File: config.mk
export PLATFORM = sky130hd
export DESIGN_NAME = udp_axi_cmd
export DESIGN_NICKNAME = d
export VERILOG_FILES = /design/src/cmd_frame_pkg.sv /design/src/axi_addr_pkg.sv /design/src/head_q_if.sv /design/src/cmd_frame_parser.sv /design/src/cmd_head_fifo.sv /design/src/axi_addr_issuer.sv /design/src/udp_axi_cmd.sv
export SDC_FILE = /design/constraint.sdc
export NUM_CORES = 1
export LEC_CHECK = 0
export ABC_AREA = 0
export BUFFER_PORTS_ARGS = -buffer_cell sky130_fd_sc_hd__buf_2
export CAP_MARGIN = 15
export CORE_ASPECT_RATIO = 0.9
export CORE_MARGIN = 2
export CORE_UTILIZATION = 30
export CTS_BUF_LIST = sky130_fd_sc_hd__clkbuf_8
export CTS_CLUSTER_SIZE = 10
export DETAILED_ROUTE_END_ITERATION = 10
export SLEW_MARGIN = 20
export SYNTH_ARGS = -nofsm -noshare
export SYNTH_HDL_FRONTEND = slang
export SYNTH_SLANG_ARGS = --single-unit
File: constraint.sdc
create_clock -name gmii_rx_clk -period 14 [get_ports gmii_rx_clk]
set_clock_uncertainty 0.2 [all_clocks]
set_input_delay 1.4 -clock gmii_rx_clk [delete_from_list [all_inputs] [get_ports gmii_rx_clk]]
set_output_delay 1.4 -clock gmii_rx_clk [all_outputs]
set_load 0.005 [all_outputs]
File: src/cmd_frame_pkg.sv
package cmd_frame_pkg;

    localparam int udp_word_w = 32;            // one udp receive word

    localparam logic [7:0] op_addr  = 8'h00;   // address command frame
    localparam logic [7:0] op_wdata = 8'hFF;   // write data frame

    // parser frame states
    localparam logic [1:0] frm_idle = 2'd0;
    localparam logic [1:0] frm_addr = 2'd1;
    localparam logic [1:0] frm_skip = 2'd2;

    typedef struct packed {
        logic [udp_word_w-1:0] hi;              // first word on the wire
        logic [udp_word_w-1:0] lo;
    } cmd_words_t;

    typedef struct packed {
        logic [7:0]  opcode;
        logic [1:0]  burst;
        logic [1:0]  id;
        logic [2:0]  rsvd_a;
        logic        wr;                        // 1 write, 0 read
        logic [7:0]  len;
        logic [7:0]  rsvd_b;
        logic [31:0] addr;
    } cmd_fields_t;

    // one 64-bit head seen as raw words or as decoded fields
    typedef union packed {
        cmd_words_t  words;
        cmd_fields_t fields;
    } cmd_head_t;

endpackage

File: src/axi_addr_pkg.sv
package axi_addr_pkg;

    localparam int axi_id_w    = 2;
    localparam int axi_addr_w  = 32;
    localparam int axi_len_w   = 8;     // beats minus one
    localparam int axi_burst_w = 2;

    localparam int head_q_depth = 16;   // power of two, pointers wrap naturally

    typedef logic [axi_id_w-1:0]    axi_id_t;
    typedef logic [axi_addr_w-1:0]  axi_addr_t;
    typedef logic [axi_len_w-1:0]   axi_len_t;
    typedef logic [axi_burst_w-1:0] axi_burst_t;

endpackage

File: src/head_q_if.sv
`timescale 1ns/10ps

interface head_q_if import cmd_frame_pkg::*; ();

    logic      push;        // one-cycle strobe, only while full is low
    cmd_head_t push_head;
    logic      full;
    logic      pop;         // one-cycle strobe, only while empty is low
    cmd_head_t pop_head;    // oldest entry, show-ahead
    logic      empty;

    modport producer (output push, output push_head, input full);

    modport buffer (input push, input push_head, input pop,
                    output full, output pop_head, output empty);

    modport consumer (output pop, input pop_head, input empty);

endinterface

File: src/cmd_frame_parser.sv
`timescale 1ns/10ps

module cmd_frame_parser
    import cmd_frame_pkg::*;
(
    input  logic                  gmii_rx_clk,
    input  logic                  rstn,
    input  logic                  udp_rx_en,
    input  logic [udp_word_w-1:0] udp_rx_data,
    input  logic                  udp_rx_done,
    head_q_if.producer            q,
    output logic                  cmd_drop
);

    logic [1:0] frm_state;
    logic [7:0] first_op;
    logic       take_word;
    logic       word_ph;    // 0 expects hi word, 1 expects lo word
    logic       head_rdy;   // head_asm complete this cycle
    logic       head_ok;
    cmd_head_t  head_asm;

    assign first_op  = udp_rx_data[udp_word_w-1 -: 8];
    assign take_word = udp_rx_en && ((frm_state == frm_addr) ||
                       (frm_state == frm_idle && first_op == op_addr));
    assign head_ok   = head_rdy && (head_asm.fields.opcode == op_addr);

    // frame type is picked by the opcode of the first word
    always_ff @(posedge gmii_rx_clk or negedge rstn) begin
        if (!rstn) begin
            frm_state <= frm_idle;
        end else if (udp_rx_en) begin
            case (frm_state)
                frm_idle: begin
                    if (!udp_rx_done) begin  // single word frame stays idle
                        case (first_op)
                            op_addr:  frm_state <= frm_addr;
                            default:  frm_state <= frm_skip;   // write data not forwarded
                        endcase
                    end
                end
                default: begin
                    if (udp_rx_done)
                        frm_state <= frm_idle;
                end
            endcase
        end
    end

    always_ff @(posedge gmii_rx_clk or negedge rstn) begin
        if (!rstn) begin
            word_ph  <= 1'b0;
            head_rdy <= 1'b0;
        end else begin
            head_rdy <= take_word && word_ph;
            if (udp_rx_en && udp_rx_done)
                word_ph <= 1'b0;            // odd trailing word is dropped
            else if (take_word)
                word_ph <= ~word_ph;
        end
    end

    always_ff @(posedge gmii_rx_clk) begin
        if (take_word) begin
            if (word_ph)
                head_asm.words.lo <= udp_rx_data;
            else
                head_asm.words.hi <= udp_rx_data;
        end
    end

    // push stage, separate copy so the next hi word can land in head_asm
    always_ff @(posedge gmii_rx_clk or negedge rstn) begin
        if (!rstn) begin
            q.push   <= 1'b0;
            cmd_drop <= 1'b0;
        end else begin
            q.push   <= head_ok && !q.full;
            cmd_drop <= head_ok && q.full;   // queue full, head lost
        end
    end

    always_ff @(posedge gmii_rx_clk) begin
        if (head_rdy)
            q.push_head <= head_asm;
    end

endmodule

File: src/cmd_head_fifo.sv
`timescale 1ns/10ps

module cmd_head_fifo
    import cmd_frame_pkg::*, axi_addr_pkg::*;
(
    input  logic      gmii_rx_clk,
    input  logic      rstn,
    head_q_if.buffer  q
);

    cmd_head_t                         mem [head_q_depth];
    logic [$clog2(head_q_depth)-1:0]   wr_ptr;
    logic [$clog2(head_q_depth)-1:0]   rd_ptr;
    logic [$clog2(head_q_depth):0]     count;
    logic                              do_wr;
    logic                              do_rd;

    assign do_wr = q.push && !q.full;
    assign do_rd = q.pop && !q.empty;

    always_ff @(posedge gmii_rx_clk) begin
        if (do_wr)
            mem[wr_ptr] <= q.push_head;
    end

    always_ff @(posedge gmii_rx_clk or negedge rstn) begin
        if (!rstn) begin
            wr_ptr <= '0;
            rd_ptr <= '0;
            count  <= '0;
        end else begin
            if (do_wr)
                wr_ptr <= wr_ptr + 1'b1;   // wraps at depth
            if (do_rd)
                rd_ptr <= rd_ptr + 1'b1;
            case ({do_wr, do_rd})
                2'b10:   count <= count + 1'b1;
                2'b01:   count <= count - 1'b1;
                default: count <= count;    // none or both
            endcase
        end
    end

    assign q.pop_head = mem[rd_ptr];        // show-ahead read
    assign q.full     = (count == head_q_depth);
    assign q.empty    = (count == '0);

endmodule

File: src/axi_addr_issuer.sv
`timescale 1ns/10ps

module axi_addr_issuer
    import cmd_frame_pkg::*, axi_addr_pkg::*;
(
    input  logic        gmii_rx_clk,
    input  logic        rstn,
    head_q_if.consumer  q,

    output axi_id_t     wr_addr_id,
    output axi_addr_t   wr_addr,
    output axi_len_t    wr_addr_len,
    output axi_burst_t  wr_addr_burst,
    output logic        wr_addr_valid,
    input  logic        wr_addr_ready,

    output axi_id_t     rd_addr_id,
    output axi_addr_t   rd_addr,
    output axi_len_t    rd_addr_len,
    output axi_burst_t  rd_addr_burst,
    output logic        rd_addr_valid,
    input  logic        rd_addr_ready
);

    logic      issuing;     // 0 idle, 1 issue
    logic      xfer;
    cmd_head_t head_hold;

    assign xfer  = (wr_addr_valid && wr_addr_ready) ||
                   (rd_addr_valid && rd_addr_ready);
    assign q.pop = !issuing && !q.empty;

    always_ff @(posedge gmii_rx_clk or negedge rstn) begin
        if (!rstn) begin
            issuing       <= 1'b0;
            wr_addr_valid <= 1'b0;
            rd_addr_valid <= 1'b0;
        end else if (q.pop) begin
            issuing       <= 1'b1;
            wr_addr_valid <= q.pop_head.fields.wr;   // channel from wr flag
            rd_addr_valid <= !q.pop_head.fields.wr;
        end else if (xfer) begin
            issuing       <= 1'b0;   // one idle cycle before next pop
            wr_addr_valid <= 1'b0;
            rd_addr_valid <= 1'b0;
        end
    end

    // only loads while idle, so fields hold steady under valid
    always_ff @(posedge gmii_rx_clk) begin
        if (q.pop)
            head_hold <= q.pop_head;
    end

    assign wr_addr_id    = head_hold.fields.id;
    assign wr_addr       = head_hold.fields.addr;
    assign wr_addr_len   = head_hold.fields.len;
    assign wr_addr_burst = head_hold.fields.burst;

    assign rd_addr_id    = head_hold.fields.id;
    assign rd_addr       = head_hold.fields.addr;
    assign rd_addr_len   = head_hold.fields.len;
    assign rd_addr_burst = head_hold.fields.burst;

endmodule

File: src/udp_axi_cmd.sv
`timescale 1ns/10ps

module udp_axi_cmd
    import cmd_frame_pkg::*, axi_addr_pkg::*;
(
    input  logic                  gmii_rx_clk,
    input  logic                  rstn,

    input  logic                  udp_rx_en,
    input  logic [udp_word_w-1:0] udp_rx_data,
    input  logic                  udp_rx_done,

    output axi_id_t               wr_addr_id,
    output axi_addr_t             wr_addr,
    output axi_len_t              wr_addr_len,
    output axi_burst_t            wr_addr_burst,
    output logic                  wr_addr_valid,
    input  logic                  wr_addr_ready,

    output axi_id_t               rd_addr_id,
    output axi_addr_t             rd_addr,
    output axi_len_t              rd_addr_len,
    output axi_burst_t            rd_addr_burst,
    output logic                  rd_addr_valid,
    input  logic                  rd_addr_ready,

    output logic                  cmd_drop
);

    head_q_if u_head_q ();

    cmd_frame_parser u_parser (
        .gmii_rx_clk (gmii_rx_clk),
        .rstn        (rstn),
        .udp_rx_en   (udp_rx_en),
        .udp_rx_data (udp_rx_data),
        .udp_rx_done (udp_rx_done),
        .q           (u_head_q.producer),
        .cmd_drop    (cmd_drop)
    );

    cmd_head_fifo u_fifo (
        .gmii_rx_clk (gmii_rx_clk),
        .rstn        (rstn),
        .q           (u_head_q.buffer)
    );

    axi_addr_issuer u_issuer (
        .gmii_rx_clk   (gmii_rx_clk),
        .rstn          (rstn),
        .q             (u_head_q.consumer),
        .wr_addr_id    (wr_addr_id),
        .wr_addr       (wr_addr),
        .wr_addr_len   (wr_addr_len),
        .wr_addr_burst (wr_addr_burst),
        .wr_addr_valid (wr_addr_valid),
        .wr_addr_ready (wr_addr_ready),
        .rd_addr_id    (rd_addr_id),
        .rd_addr       (rd_addr),
        .rd_addr_len   (rd_addr_len),
        .rd_addr_burst (rd_addr_burst),
        .rd_addr_valid (rd_addr_valid),
        .rd_addr_ready (rd_addr_ready)
    );

endmodule

==> impl_metrics.prom, run 1 <==
# TYPE chip_impl_metric gauge
chip_impl_info{name="critical-path-slowest-cell",value="dfrtp_4"} 1
chip_impl_metric{name="clock_tree.htree_level_count",unit=""} 4
chip_impl_metric{name="cts_hold_repair.buffers",unit=""} 0
chip_impl_metric{name="cp_data_arrival_time",unit="ns"} 4.54
chip_impl_metric{name="mappedNetlistArea",unit="µm²"} 32900
chip_impl_info{name="most_frequent_cells_in_the_layout",value="862 x edfxtp_1, 214 x mux4_2, 144 x clkbuf_8, 128 x buf_2, 49 x inv_1"} 1
chip_impl_info{name="outcome",value="complete, no violations"} 1
chip_impl_metric{name="fin_tns_setup",unit="ns"} 0
chip_impl_metric{name="switching_share",unit="%"} 24.8
chip_impl_metric{name="worst-slew-pin-transition",unit="ns"} 1.18
chip_impl_info{name="worstSetupStartpointType",value="flip-flop"} 1
chip_impl_metric{name="remaining_global_route_overflow",unit=""} 0
chip_impl_metric{name="detail_route.drc_violations",unit=""} 0
chip_impl_metric{name="hold-path-cell-count",unit=""} 0
chip_impl_metric{name="vias_per_cell",unit=""} 4.73
chip_impl_info{name="mostFrequentLayoutCell",value="edfxtp_1"} 1
chip_impl_metric{name="postCtsSetupBuffers",unit=""} 0
chip_impl_metric{name="max_slew_margin",unit="%"} 21.4
chip_impl_metric{name="floorplan.core_area",unit="µm²"} 109000
chip_impl_metric{name="achievable-frequency",unit="GHz"} 0.236
chip_impl_metric{name="place_congestion",unit=""} 0.696
chip_impl_metric{name="vias",unit=""} 14600
chip_impl_metric{name="power.leakage",unit="nW"} 11.8
chip_impl_metric{name="antenna_violations_before_repair",unit=""} 9
chip_impl_metric{name="critical_path_peak_fanout",unit=""} 69
chip_impl_metric{name="finalCoreUtilization",unit="%"} 34.6
chip_impl_metric{name="max-cap-violations",unit=""} 0
chip_impl_metric{name="fin_crit_sh",unit="%"} 30.3
chip_impl_metric{name="post_route_cells_drive_above_1_share",unit="%"} 35.2
chip_impl_metric{name="power.net_switching",unit="W"} 0.00148
chip_impl_metric{name="fp.dieArea",unit="µm²"} 112000
chip_impl_metric{name="floorplan.die.height",unit="µm"} 318
chip_impl_info{name="tritoncts",value="built"} 1
chip_impl_metric{name="timing.hold.ws",unit="ns"} 0.214
chip_impl_metric{name="cp_data_required_time",unit="ns"} 14.30
chip_impl_info{name="crit_path_cell_trace",value="buf_4, buf_4, mux4_2, mux4_2"} 1
chip_impl_metric{name="final_hold_viol_count",unit=""} 0
chip_impl_metric{name="p_clk_share",unit="%"} 35.5
chip_impl_metric{name="cts_repair_resize_count",unit=""} 0
chip_impl_metric{name="dp_hpwl",unit="mm"} 34.8
chip_impl_metric{name="grt_first_pass_wirelength",unit="mm"} 106
chip_impl_metric{name="drt_wl_total",unit="mm"} 73.7
chip_impl_metric{name="ir_worst_vdd",unit="mV"} 0.131
chip_impl_metric{name="timing.reg2reg.worst_path_depth",unit=""} 4
chip_impl_metric{name="synthesized_netlist_net_count",unit=""} 1372
chip_impl_info{name="setup_repair_after_global_routing_missed_its_margin",value="false"} 1
chip_impl_metric{name="initial_utilization",unit="%"} 30.2
chip_impl_metric{name="power-per-cell-area",unit="nW/µm²"} 158
chip_impl_metric{name="area_growth_syn_to_layout",unit="%"} 14.8
chip_impl_metric{name="final_antenna_net_count",unit=""} 0
chip_impl_metric{name="tritoncts.num_buffers",unit=""} 142
chip_impl_metric{name="power.combinational.fraction",unit="%"} 13.2
chip_impl_metric{name="clockBufferDepth",unit=""} 3
chip_impl_metric{name="num_rows",unit=""} 115
chip_impl_metric{name="report.final.setup_viol",unit=""} 0
chip_impl_metric{name="first_global_vias",unit=""} 15300
chip_impl_metric{name="count_of_routing_violations_after_the_opening_detailed_route_iteration",unit=""} 1567
chip_impl_metric{name="clock-sinks",unit=""} 884
chip_impl_metric{name="synth_cell_type_count",unit=""} 45
chip_impl_metric{name="period_needed",unit="ns"} 4.24
chip_impl_metric{name="worst_skew_pair.late_latency",unit="ns"} 0.78
chip_impl_metric{name="synth.yosys.warnings",unit=""} 0
chip_impl_metric{name="ys_seq_area_share",unit="%"} 80.3
chip_impl_metric{name="ioPinCount",unit=""} 129
chip_impl_metric{name="nets",unit=""} 1570
chip_impl_metric{name="critPathMaxStageDelay",unit="ns"} 1.04
chip_impl_metric{name="grt_start_max_net_pins",unit=""} 125
chip_impl_info{name="timing_worst_setup_path_type",value="flip-flop to flip-flop"} 1
chip_impl_info{name="hold_path_class",value="flip-flop to flip-flop"} 1
chip_impl_info{name="worstSetupEndpointType",value="flip-flop"} 1
chip_impl_metric{name="ys_seq_elements",unit=""} 884
chip_impl_metric{name="report.final.slew_viol_count",unit=""} 0
chip_impl_metric{name="drtPass1Iterations",unit=""} 7
chip_impl_metric{name="total_power",unit="W"} 0.00596
chip_impl_metric{name="p_int",unit="W"} 0.00448
chip_impl_metric{name="syn_area_per_cell",unit="µm²"} 24.8
chip_impl_metric{name="syn-instance-count",unit=""} 1326
chip_impl_info{name="clk_root_buffer_cell",value="clkbuf_8"} 1
chip_impl_metric{name="wl_per_cell",unit="µm"} 23.8
chip_impl_metric{name="worst_setup_hold_path_clk_slew",unit="ns"} 0.06
chip_impl_metric{name="fp.dieW",unit="µm"} 353
chip_impl_metric{name="port_buffers",unit=""} 128
chip_impl_metric{name="track_usage",unit="%"} 13.0
chip_impl_metric{name="power.sequential.fraction",unit="%"} 51.3
-- sequential cells by signal, indices dropped and copies added (netlist names), 2 cells and up --
| register | flops |
|---|---|
| u_fifo.rd_ptr | 4 |
| u_parser.q.push_head | 45 |
| u_fifo.count | 5 |
| u_parser.frm_state | 2 |
| u_parser.head_asm | 53 |
| u_fifo.wr_ptr | 4 |
| u_fifo.mem | 720 |
| u_issuer.head_hold | 44 |
-- worst max-delay path, delay by kind of cell, from the launching register on --
| family | cells | cell delay (ns) |
|---|---|---|
| flops | 1 | 1.04 |
| mux | 2 | 0.90 |
| buf+inv | 2 | 1.67 |
-- power groups by stage --
stage | Combinational [W] | Clock (W) | Sequential, W
2_1_floorplan | 0.000658 | 0 | 0.00306
3_3_place_gp | 0.000794 | 0 | 0.00312
3_5_place_dp | 0.000804 | 0 | 0.00312
4_1_cts | 0.000806 | 0.00217 | 0.00307
5_1_grt | 0.000850 | 0.00229 | 0.00307
6_report | 0.000787 | 0.00211 | 0.00306
-- per-stage QoR --
stage	std cells	setup slack [ns]	area (µm²)
after floorplan	1326	8.24	32900
after global placement	2841	9.81	35100
after detailed placement	2841	9.69	35100
after CTS	3093	9.71	37800
after global routing	3096	9.62	37800
final	3097	9.76	37800
-- logic make-up (layout without fill, tap and decap cells) --
| family | after synthesis | after routing | share of synthesized area [%] |
|---|---|---|---|
| AO/OA/AOI/OAI | 27 | 27 | 0.551 |
| XOR/XNOR | 11 | 11 | 0.293 |
| adder cells (fa/ha/maj) | 8 | 8 | 0.304 |
| buffers and inverters | 105 | 411 | 2.11 |
| flip-flops | 884 | 884 | 80.3 |
| multiplexers | 231 | 231 | 15.5 |
| other | 0 | 3 | 0 |
| AND/OR/NAND/NOR | 60 | 60 | 0.984 |
-- final cells by class --
| class | count | area [µm²] |
|---|---|---|
| Fill cell | 10100 | 71300 |
| Tap cell | 1462 | 1830 |
| Clock inverter | 108 | 704 |
| Sequential cell | 884 | 26500 |
| Clock buffer | 144 | 1980 |
| Timing Repair Buffer | 153 | 861 |
| Inverter | 6 | 25.0 |
| Multi-Input combinational cell | 337 | 5930 |
| Antenna cell | 3 | 7.51 |
-- layer usage --
layer / up-vias / wire length [µm] / track usage [%] / part of all wire [%]
met5: - / 55 / 0 / 0.075
met4: 8 / 1460 / 4.29 / 2.0
met3: 120 / 5420 / 3.40 / 7.4
met2: 580 / 34700 / 19.9 / 47
met1: 7896 / 32100 / 18.1 / 44
li1: 6033 / - / - / -
-- synthesized netlist by cell type (all sizes together) --
cell type	instances	share of area, %
nor2b	4	0.076
o22ai	1	0.019
a21oi	9	0.15
a211oi	1	0.023
mux2	2	0.068
or3	1	0.019
xor2	5	0.13
ha	8	0.30
mux2i	9	0.27
xnor2	6	0.16
nor4b	2	0.053
clkbuf	22	0.25
a2111oi	1	0.027
nand3	1	0.015
o21ai	2	0.030
nor2	17	0.19
a22oi	6	0.14
clkinv	1	0.011
mux4	220	15
a31oi	1	0.019
nand2	10	0.11
buf	77	1.8
and4	3	0.080
a21boi	1	0.023
nand4	1	0.019
nor4bb	1	0.030
or2	1	0.019
o211a	1	0.030
nand2b	5	0.095
edfxtp	862	79
o311ai	1	0.027
inv	5	0.057
nor3	8	0.12
a21o	3	0.068
nor4	4	0.095
or3b	1	0.027
dfrtp	22	1.7
nand4b	1	0.027
-- path summary, 6_finish.rpt --
check	endpoint	start	slack (ns)
worst max-delay path	u_issuer.head_hold[20]	u_fifo.rd_ptr[1]	9.76
worst min-delay path	u_parser.q.push_head[7]	u_parser.head_asm[7]	0.21
worst max register to register	u_issuer.head_hold[20]	u_fifo.rd_ptr[1]	9.76
worst min register to register	u_parser.q.push_head[7]	u_parser.head_asm[7]	0.21
max in group asynchronous	u_fifo.rd_ptr[1]	rstn	12.62
min in group asynchronous	u_parser.frm_state[1]	rstn	0.46
(Power assumes the default switching activity.)
==> run 2: changes to the inputs <==
==> constraint.sdc (replaced) <==
create_clock -name gmii_rx_clk -period 3.7 [get_ports gmii_rx_clk]
set_clock_uncertainty 0.2 [all_clocks]
set_input_delay 0.37 -clock gmii_rx_clk [delete_from_list [all_inputs] [get_ports gmii_rx_clk]]
set_output_delay 0.37 -clock gmii_rx_clk [all_outputs]
set_load 0.005 [all_outputs]
==> run 2 against run 1 <==
Net effect:
- non-clock buffer count rose by 57
- design area up 1.7%
- critical path depth is 6 higher
- clock power increased to 3.5 times the previous value
- highest routed layer unchanged
- hold slack lost 0.12 ns
- power rose to 3.7 times the previous value
- flip-flop and latch count is the same
- sequential share of layout area is 1.2 points lower
==> impl_metrics.prom, run 2 (synthesis gave the netlist of run 1 again) <==
# TYPE chip_impl_metric gauge
chip_impl_info{name="outcome",value="complete, no violations"} 1
chip_impl_metric{name="final_antenna_net_count",unit=""} 0
chip_impl_info{name="reg2reg_from",value="u_fifo.count[1]"} 1
chip_impl_metric{name="port_buffers",unit=""} 128
chip_impl_metric{name="fp.dieW",unit="µm"} 353
chip_impl_metric{name="report.final.slew_viol_count",unit=""} 0
chip_impl_metric{name="fin_cells",unit=""} 3140
chip_impl_metric{name="max_slew_margin",unit="%"} 52.8
chip_impl_metric{name="vias",unit=""} 14600
chip_impl_metric{name="ioPinCount",unit=""} 129
chip_impl_metric{name="place_congestion",unit=""} 0.720
chip_impl_metric{name="drt_wl_total",unit="mm"} 71.4
chip_impl_metric{name="cp_data_arrival_time",unit="ns"} 3.71
chip_impl_metric{name="achievable-frequency",unit="GHz"} 0.304
chip_impl_metric{name="clock_tree.htree_level_count",unit=""} 4
chip_impl_info{name="worstSetupStartpoint",value="u_fifo.count[1]"} 1
chip_impl_metric{name="fin_crit_sh",unit="%"} 89.0
chip_impl_info{name="worstSetupEndpointType",value="flip-flop"} 1
chip_impl_info{name="worstSetupStartpointType",value="flip-flop"} 1
chip_impl_info{name="registers_with_the_most_flip_flops",value="u_fifo.mem: 720 flops, u_parser.head_asm: 53 flops, u_parser.q.push_head: 45 flops"} 1
chip_impl_info{name="mostFrequentLayoutCell",value="edfxtp_1"} 1
chip_impl_metric{name="worst-slew-pin-transition",unit="ns"} 0.708
chip_impl_metric{name="report.final.setup_viol",unit=""} 0
chip_impl_metric{name="fin_tns_setup",unit="ns"} 0
chip_impl_metric{name="period_needed",unit="ns"} 3.29
chip_impl_metric{name="power.leakage",unit="nW"} 12.0
chip_impl_info{name="tritoncts",value="built"} 1
chip_impl_metric{name="floorplan.die.height",unit="µm"} 318
chip_impl_metric{name="fp.dieArea",unit="µm²"} 112000
chip_impl_metric{name="grt_first_pass_wirelength",unit="mm"} 105
chip_impl_metric{name="remaining_global_route_overflow",unit=""} 0
chip_impl_metric{name="nets",unit=""} 1626
chip_impl_info{name="regToRegEndpoint",value="u_fifo.count[4]"} 1
chip_impl_info{name="top_register",value="u_fifo.mem"} 1
chip_impl_metric{name="vias_per_cell",unit=""} 4.65
chip_impl_metric{name="post_route_cells_drive_above_1_share",unit="%"} 34.8
chip_impl_metric{name="timing.reg2reg.worst_path_depth",unit=""} 10
chip_impl_metric{name="first_global_vias",unit=""} 15700
chip_impl_metric{name="cp_data_required_time",unit="ns"} 4.12
chip_impl_metric{name="number_of_flip_flops_under_the_largest_register_name",unit=""} 720
chip_impl_metric{name="rrSetupSlack",unit="ns"} 0.41
chip_impl_metric{name="initial_utilization",unit="%"} 30.2
chip_impl_metric{name="dp_hpwl",unit="mm"} 38.0
chip_impl_info{name="timing_worst_setup_path_type",value="flip-flop to flip-flop"} 1
chip_impl_metric{name="clock-sinks",unit=""} 884
chip_impl_metric{name="detail_route.drc_violations",unit=""} 0
chip_impl_metric{name="antenna_violations_before_repair",unit=""} 7
chip_impl_info{name="setup_repair_after_global_routing_missed_its_margin",value="false"} 1
chip_impl_metric{name="grt_start_max_net_pins",unit=""} 62
chip_impl_info{name="worst_setup_path_endpoint",value="u_fifo.count[4]"} 1
chip_impl_metric{name="track_usage",unit="%"} 12.7
chip_impl_metric{name="power-per-cell-area",unit="nW/µm²"} 571
chip_impl_metric{name="drtPass1Iterations",unit=""} 5
chip_impl_metric{name="worst_setup_hold_path_clk_slew",unit="ns"} 0.06
chip_impl_metric{name="count_of_routing_violations_after_the_opening_detailed_route_iteration",unit=""} 1482
chip_impl_metric{name="final_hold_viol_count",unit=""} 0
chip_impl_info{name="clk_root_buffer_cell",value="clkbuf_8"} 1
chip_impl_metric{name="area_growth_syn_to_layout",unit="%"} 16.7
chip_impl_metric{name="wl_per_cell",unit="µm"} 22.7
chip_impl_metric{name="ir_worst_vdd",unit="mV"} 0.316
chip_impl_metric{name="max-cap-violations",unit=""} 0
chip_impl_metric{name="hold-path-cell-count",unit=""} 5
chip_impl_info{name="hold_path_startpoint",value="wr_addr_ready"} 1
chip_impl_metric{name="critical_path_peak_fanout",unit=""} 9
chip_impl_metric{name="floorplan.core_area",unit="µm²"} 109000
chip_impl_metric{name="clockBufferDepth",unit=""} 3
chip_impl_metric{name="num_rows",unit=""} 115
chip_impl_metric{name="worst_skew_pair.late_latency",unit="ns"} 0.76
chip_impl_info{name="most_frequent_cells_in_the_layout",value="862 x edfxtp_1, 214 x mux4_2, 145 x clkbuf_8, 128 x buf_2, 53 x inv_1"} 1
chip_impl_info{name="hold_path_class",value="primary input to flip-flop"} 1
chip_impl_metric{name="total_power",unit="W"} 0.0219
chip_impl_metric{name="tritoncts.num_buffers",unit=""} 141
chip_impl_metric{name="placed_cells_incl_taps",unit=""} 2859
chip_impl_metric{name="finalCoreUtilization",unit="%"} 35.2
==> run 2: final cells by class <==
type | count | area [µm²]
Inverter | 6 | 23.8
Multi-Input combinational cell | 337 | 5970
Clock inverter | 94 | 434
Clock buffer | 145 | 2000
Fill cell | 10000 | 70600
Sequential cell | 884 | 26400
Timing Repair Buffer | 210 | 1720
Tap cell | 1462 | 1830
Antenna cell | 2 | 5.00
==> run 2: how the worst min path moves through the flow <==
stage | end | slack (ns)
detailed placement | u_parser.frm_state[1] | 0.20
finish | u_issuer.wr_addr_valid | 0.09
CTS | u_parser.head_asm[1] | 0.05
floorplan | u_fifo.count[0] | -0.13
global route | u_parser.head_asm[1] | 0.08
global placement | u_parser.frm_state[1] | 0.18
==> run 2: where the power goes <==
group	switching [W]	total, W	internal [W]
combinational	0.00148	0.00313	0.00165
clock	0.00362	0.00731	0.00369
sequential	0.000266	0.0115	0.0112
total	0.00536	0.0219	0.0166
==> run 2: critical path, cell delays in order (launching register included) <==
cell	delay, ns
dfrtp_1	0.46
nor4_2	0.39
a21boi_2	0.20
inv_1	0.13
ha_1	0.34
xor2_1	0.13
ha_1	0.25
nor4b_1	0.30
mux2i_1	0.17
o211a_1	0.16
a2111oi_0	0.42
==> run 2: layer usage <==
layer / vias to the layer above / global-route usage (%) / share of wire, % / wire length, µm
met4: 6 / 4.16 / 2.0 / 1460
li1: 6127 / - / - / -
met2: 502 / 20.1 / 48 / 34300
met5: - / 0 / 0.064 / 46
met3: 111 / 2.73 / 6.3 / 4510
met1: 7857 / 17.5 / 44 / 31100
==> run 2: through the flow <==
stage	setup slack, ns	cell area, µm²	hold WS, ns
floorplan	-0.290	33000	-0.126
global placement	0.415	35600	0.176
detailed placement	0.213	35600	0.204
CTS	0.213	38400	0.0524
global route	0.104	38400	0.0803
finish	0.408	38400	0.0930
==> run 2: what timing repair did <==
action,in CTS,in global routing
setup endpoints to repair,0,1
hold endpoints to repair,81,0
setup buffers,0,0
hold buffers,40,0
gates resized for setup,0,1
==> run 3: changes to the inputs <==
--- a/config.mk
+++ b/config.mk
@@ -5,7 +5,7 @@
 export SDC_FILE = /design/constraint.sdc
 export NUM_CORES = 1
 export LEC_CHECK = 0
-export ABC_AREA = 0
+export ABC_AREA = 1
 export BUFFER_PORTS_ARGS = -buffer_cell sky130_fd_sc_hd__buf_2
 export CAP_MARGIN = 15
 export CORE_ASPECT_RATIO = 0.9
==> run 3 against run 2 <==
Net effect:
- utilization fell by 0.39 points
- largest cell class unchanged
- clock power rose by 4.8%
- cell count rose by 35%
==> impl_metrics.prom, run 3 <==
# TYPE chip_impl_metric gauge
chip_impl_metric{name="fin_crit_sh",unit="%"} 77.8
chip_impl_metric{name="max-cap-violations",unit=""} 0
chip_impl_metric{name="area_growth_syn_to_layout",unit="%"} 15.4
chip_impl_metric{name="wl_per_cell",unit="µm"} 20.8
chip_impl_metric{name="ys_seq_elements",unit=""} 884
chip_impl_info{name="top_register",value="u_fifo.mem"} 1
chip_impl_info{name="worstSetupStartpointType",value="flip-flop"} 1
chip_impl_metric{name="tritoncts.num_buffers",unit=""} 146
chip_impl_metric{name="nets",unit=""} 2681
chip_impl_info{name="synthTopCellsByCount",value="862 x edfxtp_1, 545 x nor2_1, 273 x o21ai_0, 176 x o211ai_1, 109 x nand3_1"} 1
chip_impl_metric{name="cp_data_arrival_time",unit="ns"} 3.08
chip_impl_info{name="critical_path.most_common_cell",value="nand2_1"} 1
chip_impl_metric{name="synth_cell_type_count",unit=""} 28
chip_impl_metric{name="max_slew_margin",unit="%"} 35.8
chip_impl_metric{name="track_usage",unit="%"} 14.9
chip_impl_metric{name="p_int",unit="W"} 0.0178
chip_impl_metric{name="mappedNetlistArea",unit="µm²"} 34100
chip_impl_metric{name="antenna_violations_before_repair",unit=""} 1
chip_impl_metric{name="drt_wl_total",unit="mm"} 87.9
chip_impl_metric{name="worst-slew-pin-transition",unit="ns"} 0.963
chip_impl_info{name="registers_with_the_most_flip_flops",value="u_fifo.mem: 720 flops, u_parser.head_asm: 53 flops, u_parser.q.push_head: 45 flops"} 1
chip_impl_metric{name="critPathMaxStageDelay",unit="ns"} 0.45
chip_impl_metric{name="drtPass1Iterations",unit=""} 5
chip_impl_info{name="yosysMostFrequentCell",value="edfxtp_1"} 1
chip_impl_metric{name="critical_path_peak_fanout",unit=""} 27
chip_impl_metric{name="floorplan.die.height",unit="µm"} 324
chip_impl_info{name="critical-path-slowest-cell",value="buf_4"} 1
chip_impl_metric{name="synth.yosys.warnings",unit=""} 0
chip_impl_metric{name="count_of_routing_violations_after_the_opening_detailed_route_iteration",unit=""} 1921
chip_impl_metric{name="synth_compound_gate_area_share",unit="%"} 9.31
chip_impl_metric{name="place_congestion",unit=""} 0.760
chip_impl_metric{name="power.net_switching",unit="W"} 0.00922
chip_impl_metric{name="syn_area_per_cell",unit="µm²"} 13.9
chip_impl_info{name="clk_root_buffer_cell",value="clkbuf_8"} 1
chip_impl_metric{name="number_of_flip_flops_under_the_largest_register_name",unit=""} 720
chip_impl_metric{name="ir_worst_vdd",unit="mV"} 0.509
chip_impl_metric{name="yosys-mux-area-fraction",unit="%"} 0
chip_impl_info{name="synth_area_leader_cell",value="edfxtp_1"} 1
chip_impl_metric{name="port_buffers",unit=""} 128
chip_impl_metric{name="final_hold_viol_count",unit=""} 0
chip_impl_metric{name="fin_tns_setup",unit="ns"} 0
chip_impl_info{name="main_combinational_cell_family_by_area_after_synthesis",value="compound AO/OA/AOI/OAI gates"} 1
chip_impl_metric{name="initial_utilization",unit="%"} 30.2
chip_impl_info{name="tritoncts",value="built"} 1
chip_impl_info{name="path_delay_family",value="simple AND/OR/NAND/NOR gates"} 1
chip_impl_metric{name="first_global_vias",unit=""} 20400
chip_impl_metric{name="syn-instance-count",unit=""} 2457
chip_impl_metric{name="switching_share",unit="%"} 34.2
chip_impl_info{name="outcome",value="complete, no violations"} 1
chip_impl_metric{name="remaining_global_route_overflow",unit=""} 0
chip_impl_metric{name="cp_num_buf_inv",unit=""} 3
chip_impl_metric{name="post_route_cells_drive_above_1_share",unit="%"} 13.8
chip_impl_info{name="timing_worst_setup_path_type",value="flip-flop to flip-flop"} 1
chip_impl_metric{name="synth-async-reset-ratio",unit="%"} 2.49
chip_impl_info{name="dominantRegCellSynth",value="edfxtp_1"} 1
chip_impl_metric{name="fp.dieW",unit="µm"} 359
chip_impl_metric{name="synthesized_netlist_net_count",unit=""} 2503
chip_impl_metric{name="num_rows",unit=""} 117
chip_impl_metric{name="report.final.slew_viol_count",unit=""} 0
chip_impl_metric{name="fp.dieArea",unit="µm²"} 116000
chip_impl_info{name="crit_path_cell_trace",value="nor2_1, nand3_1, inv_1, nand2_1, nand2_1, inv_1, nand2_1, nor2_4, buf_4"} 1
chip_impl_metric{name="grt_first_pass_wirelength",unit="mm"} 130
chip_impl_metric{name="cts_repair_resize_count",unit=""} 0
chip_impl_metric{name="synth-adder-area-share",unit="%"} 0.294
chip_impl_metric{name="finalCoreUtilization",unit="%"} 34.8
chip_impl_metric{name="ioPinCount",unit=""} 129
chip_impl_metric{name="power.sequential.fraction",unit="%"} 44.3
chip_impl_info{name="yosys-top-cells-area",value="edfxtp_1 76%, nor2_1 6.0%, o21ai_0 4.0%"} 1
chip_impl_metric{name="vias_per_cell",unit=""} 4.88
chip_impl_metric{name="period_needed",unit="ns"} 2.88
chip_impl_metric{name="synth_xor_xnor_area_share",unit="%"} 0.257
chip_impl_metric{name="ys_seq_area_share",unit="%"} 77.6
chip_impl_metric{name="final_antenna_net_count",unit=""} 0
chip_impl_metric{name="detail_route.drc_violations",unit=""} 0
chip_impl_metric{name="clock_tree.htree_level_count",unit=""} 4
chip_impl_info{name="most_frequent_cells_in_the_layout",value="862 x edfxtp_1, 539 x nor2_1, 273 x o21ai_0, 176 x o211ai_1, 153 x clkbuf_8"} 1
chip_impl_metric{name="worst_skew_pair.late_latency",unit="ns"} 0.79
chip_impl_metric{name="achievable-frequency",unit="GHz"} 0.347
chip_impl_metric{name="power.combinational.fraction",unit="%"} 27.4
chip_impl_metric{name="synth-edff-count",unit=""} 862
chip_impl_metric{name="power-per-cell-area",unit="nW/µm²"} 687
chip_impl_metric{name="cp_data_required_time",unit="ns"} 3.91
chip_impl_metric{name="floorplan.core_area",unit="µm²"} 113000
chip_impl_metric{name="p_clk_share",unit="%"} 28.4
chip_impl_metric{name="clock-sinks",unit=""} 884
chip_impl_info{name="setup_repair_after_global_routing_missed_its_margin",value="false"} 1
chip_impl_metric{name="clockBufferDepth",unit=""} 3
chip_impl_metric{name="dp_hpwl",unit="mm"} 43.7
chip_impl_info{name="worstSetupEndpointType",value="flip-flop"} 1
chip_impl_metric{name="worst_setup_hold_path_clk_slew",unit="ns"} 0.06
chip_impl_metric{name="vias",unit=""} 20700
chip_impl_metric{name="grt_start_max_net_pins",unit=""} 183
chip_impl_metric{name="post_synth_and_or_nand_nor_area_fraction",unit="%"} 9.02
chip_impl_info{name="mostFrequentLayoutCell",value="edfxtp_1"} 1
chip_impl_metric{name="power.leakage",unit="nW"} 13.0
chip_impl_metric{name="report.final.setup_viol",unit=""} 0
chip_impl_info{name="hold_path_class",value="primary input to flip-flop"} 1
chip_impl_metric{name="synth_top_area_share",unit="%"} 75.9
## run 3: kinds of logic after synthesis
group | Yosys count
buf+inv | 235
compound gates | 544
simple gates | 776
xor+xnor | 10
fa+ha+maj | 8
flops | 884
## run 3: final timing paths
check | from | to | slack, ns | depth (start not counted)
max reg2reg | u_fifo.count[3] | u_fifo.mem[3][25] | 0.82 | 9
min in group asynchronous | rstn | u_fifo.count[0] | 0.39 | 4
max | u_fifo.count[3] | u_fifo.mem[3][25] | 0.82 | 9
max in group asynchronous | rstn | u_parser.head_rdy | 2.71 | 4
min reg2reg | u_parser.head_asm[52] | u_parser.q.push_head[52] | 0.21 | 0
min | udp_rx_data[0] | u_parser.head_asm[0] | 0.09 | 2
## run 3: area by class of cell
| type | instances | area (µm²) |
|---|---|---|
| Multi-Input combinational cell | 1338 | 6530 |
| Inverter | 41 | 170 |
| Clock buffer | 153 | 2110 |
| Tap cell | 1487 | 1860 |
| Sequential cell | 884 | 26400 |
| Timing Repair Buffer | 224 | 1730 |
| Fill cell | 10900 | 73500 |
| Antenna cell | 2 | 5.00 |
| Clock inverter | 102 | 462 |
## run 3: repair_timing
action / CTS / global route
hold buffers: 40 / 0
buffers inserted: 0 / 0
endpoints found under the hold margin: 86 / 0
## run 3: through the flow
| step | instances | worst slack, ns | instance area [µm²] | power, W | hold WS, ns |
|---|---|---|---|---|---|
| 6_report | 4231 | 0.822 | 39300 | 0.0270 | 0.0922 |
| 5_1_grt | 4230 | 0.597 | 39300 | 0.0286 | 0.0559 |
| 4_1_cts | 4229 | 0.820 | 39300 | 0.0273 | 0.0222 |
| 3_5_place_dp | 3934 | 0.710 | 36300 | 0.0196 | 0.205 |
| 3_3_place_gp | 3934 | 0.762 | 36300 | 0.0195 | 0.203 |
| 2_1_floorplan | 2457 | -1.05 | 34100 | 0.0172 | -0.126 |
## run 3: worst register-to-register path: stages, from the launching register on
cell	delay, ns
dfrtp_1	0.42
nor2_1	0.06
nand3_1	0.08
inv_1	0.07
nand2_1	0.08
nand2_1	0.33
inv_1	0.24
nand2_1	0.32
nor2_4	0.19
buf_4	0.45
## run 3: routing by layer
metal | global-route usage, % | up-vias | wire (µm)
met5 | 0 | - | 0
met4 | 5.03 | 0 | 1790
met3 | 2.41 | 133 | 5280
met2 | 24.7 | 755 | 42100
met1 | 20.1 | 10400 | 38800
li1 | - | 9351 | -
## run 3: power by group through the flow
stage / registers (W) / clock network (W) / logic (W)
floorplan: 0.0118 / 0 / 0.00541
global placement: 0.0122 / 0 / 0.00728
detailed placement: 0.0122 / 0 / 0.00737
CTS: 0.0120 / 0.00782 / 0.00745
global route: 0.0120 / 0.00825 / 0.00831
finish: 0.0120 / 0.00766 / 0.00738
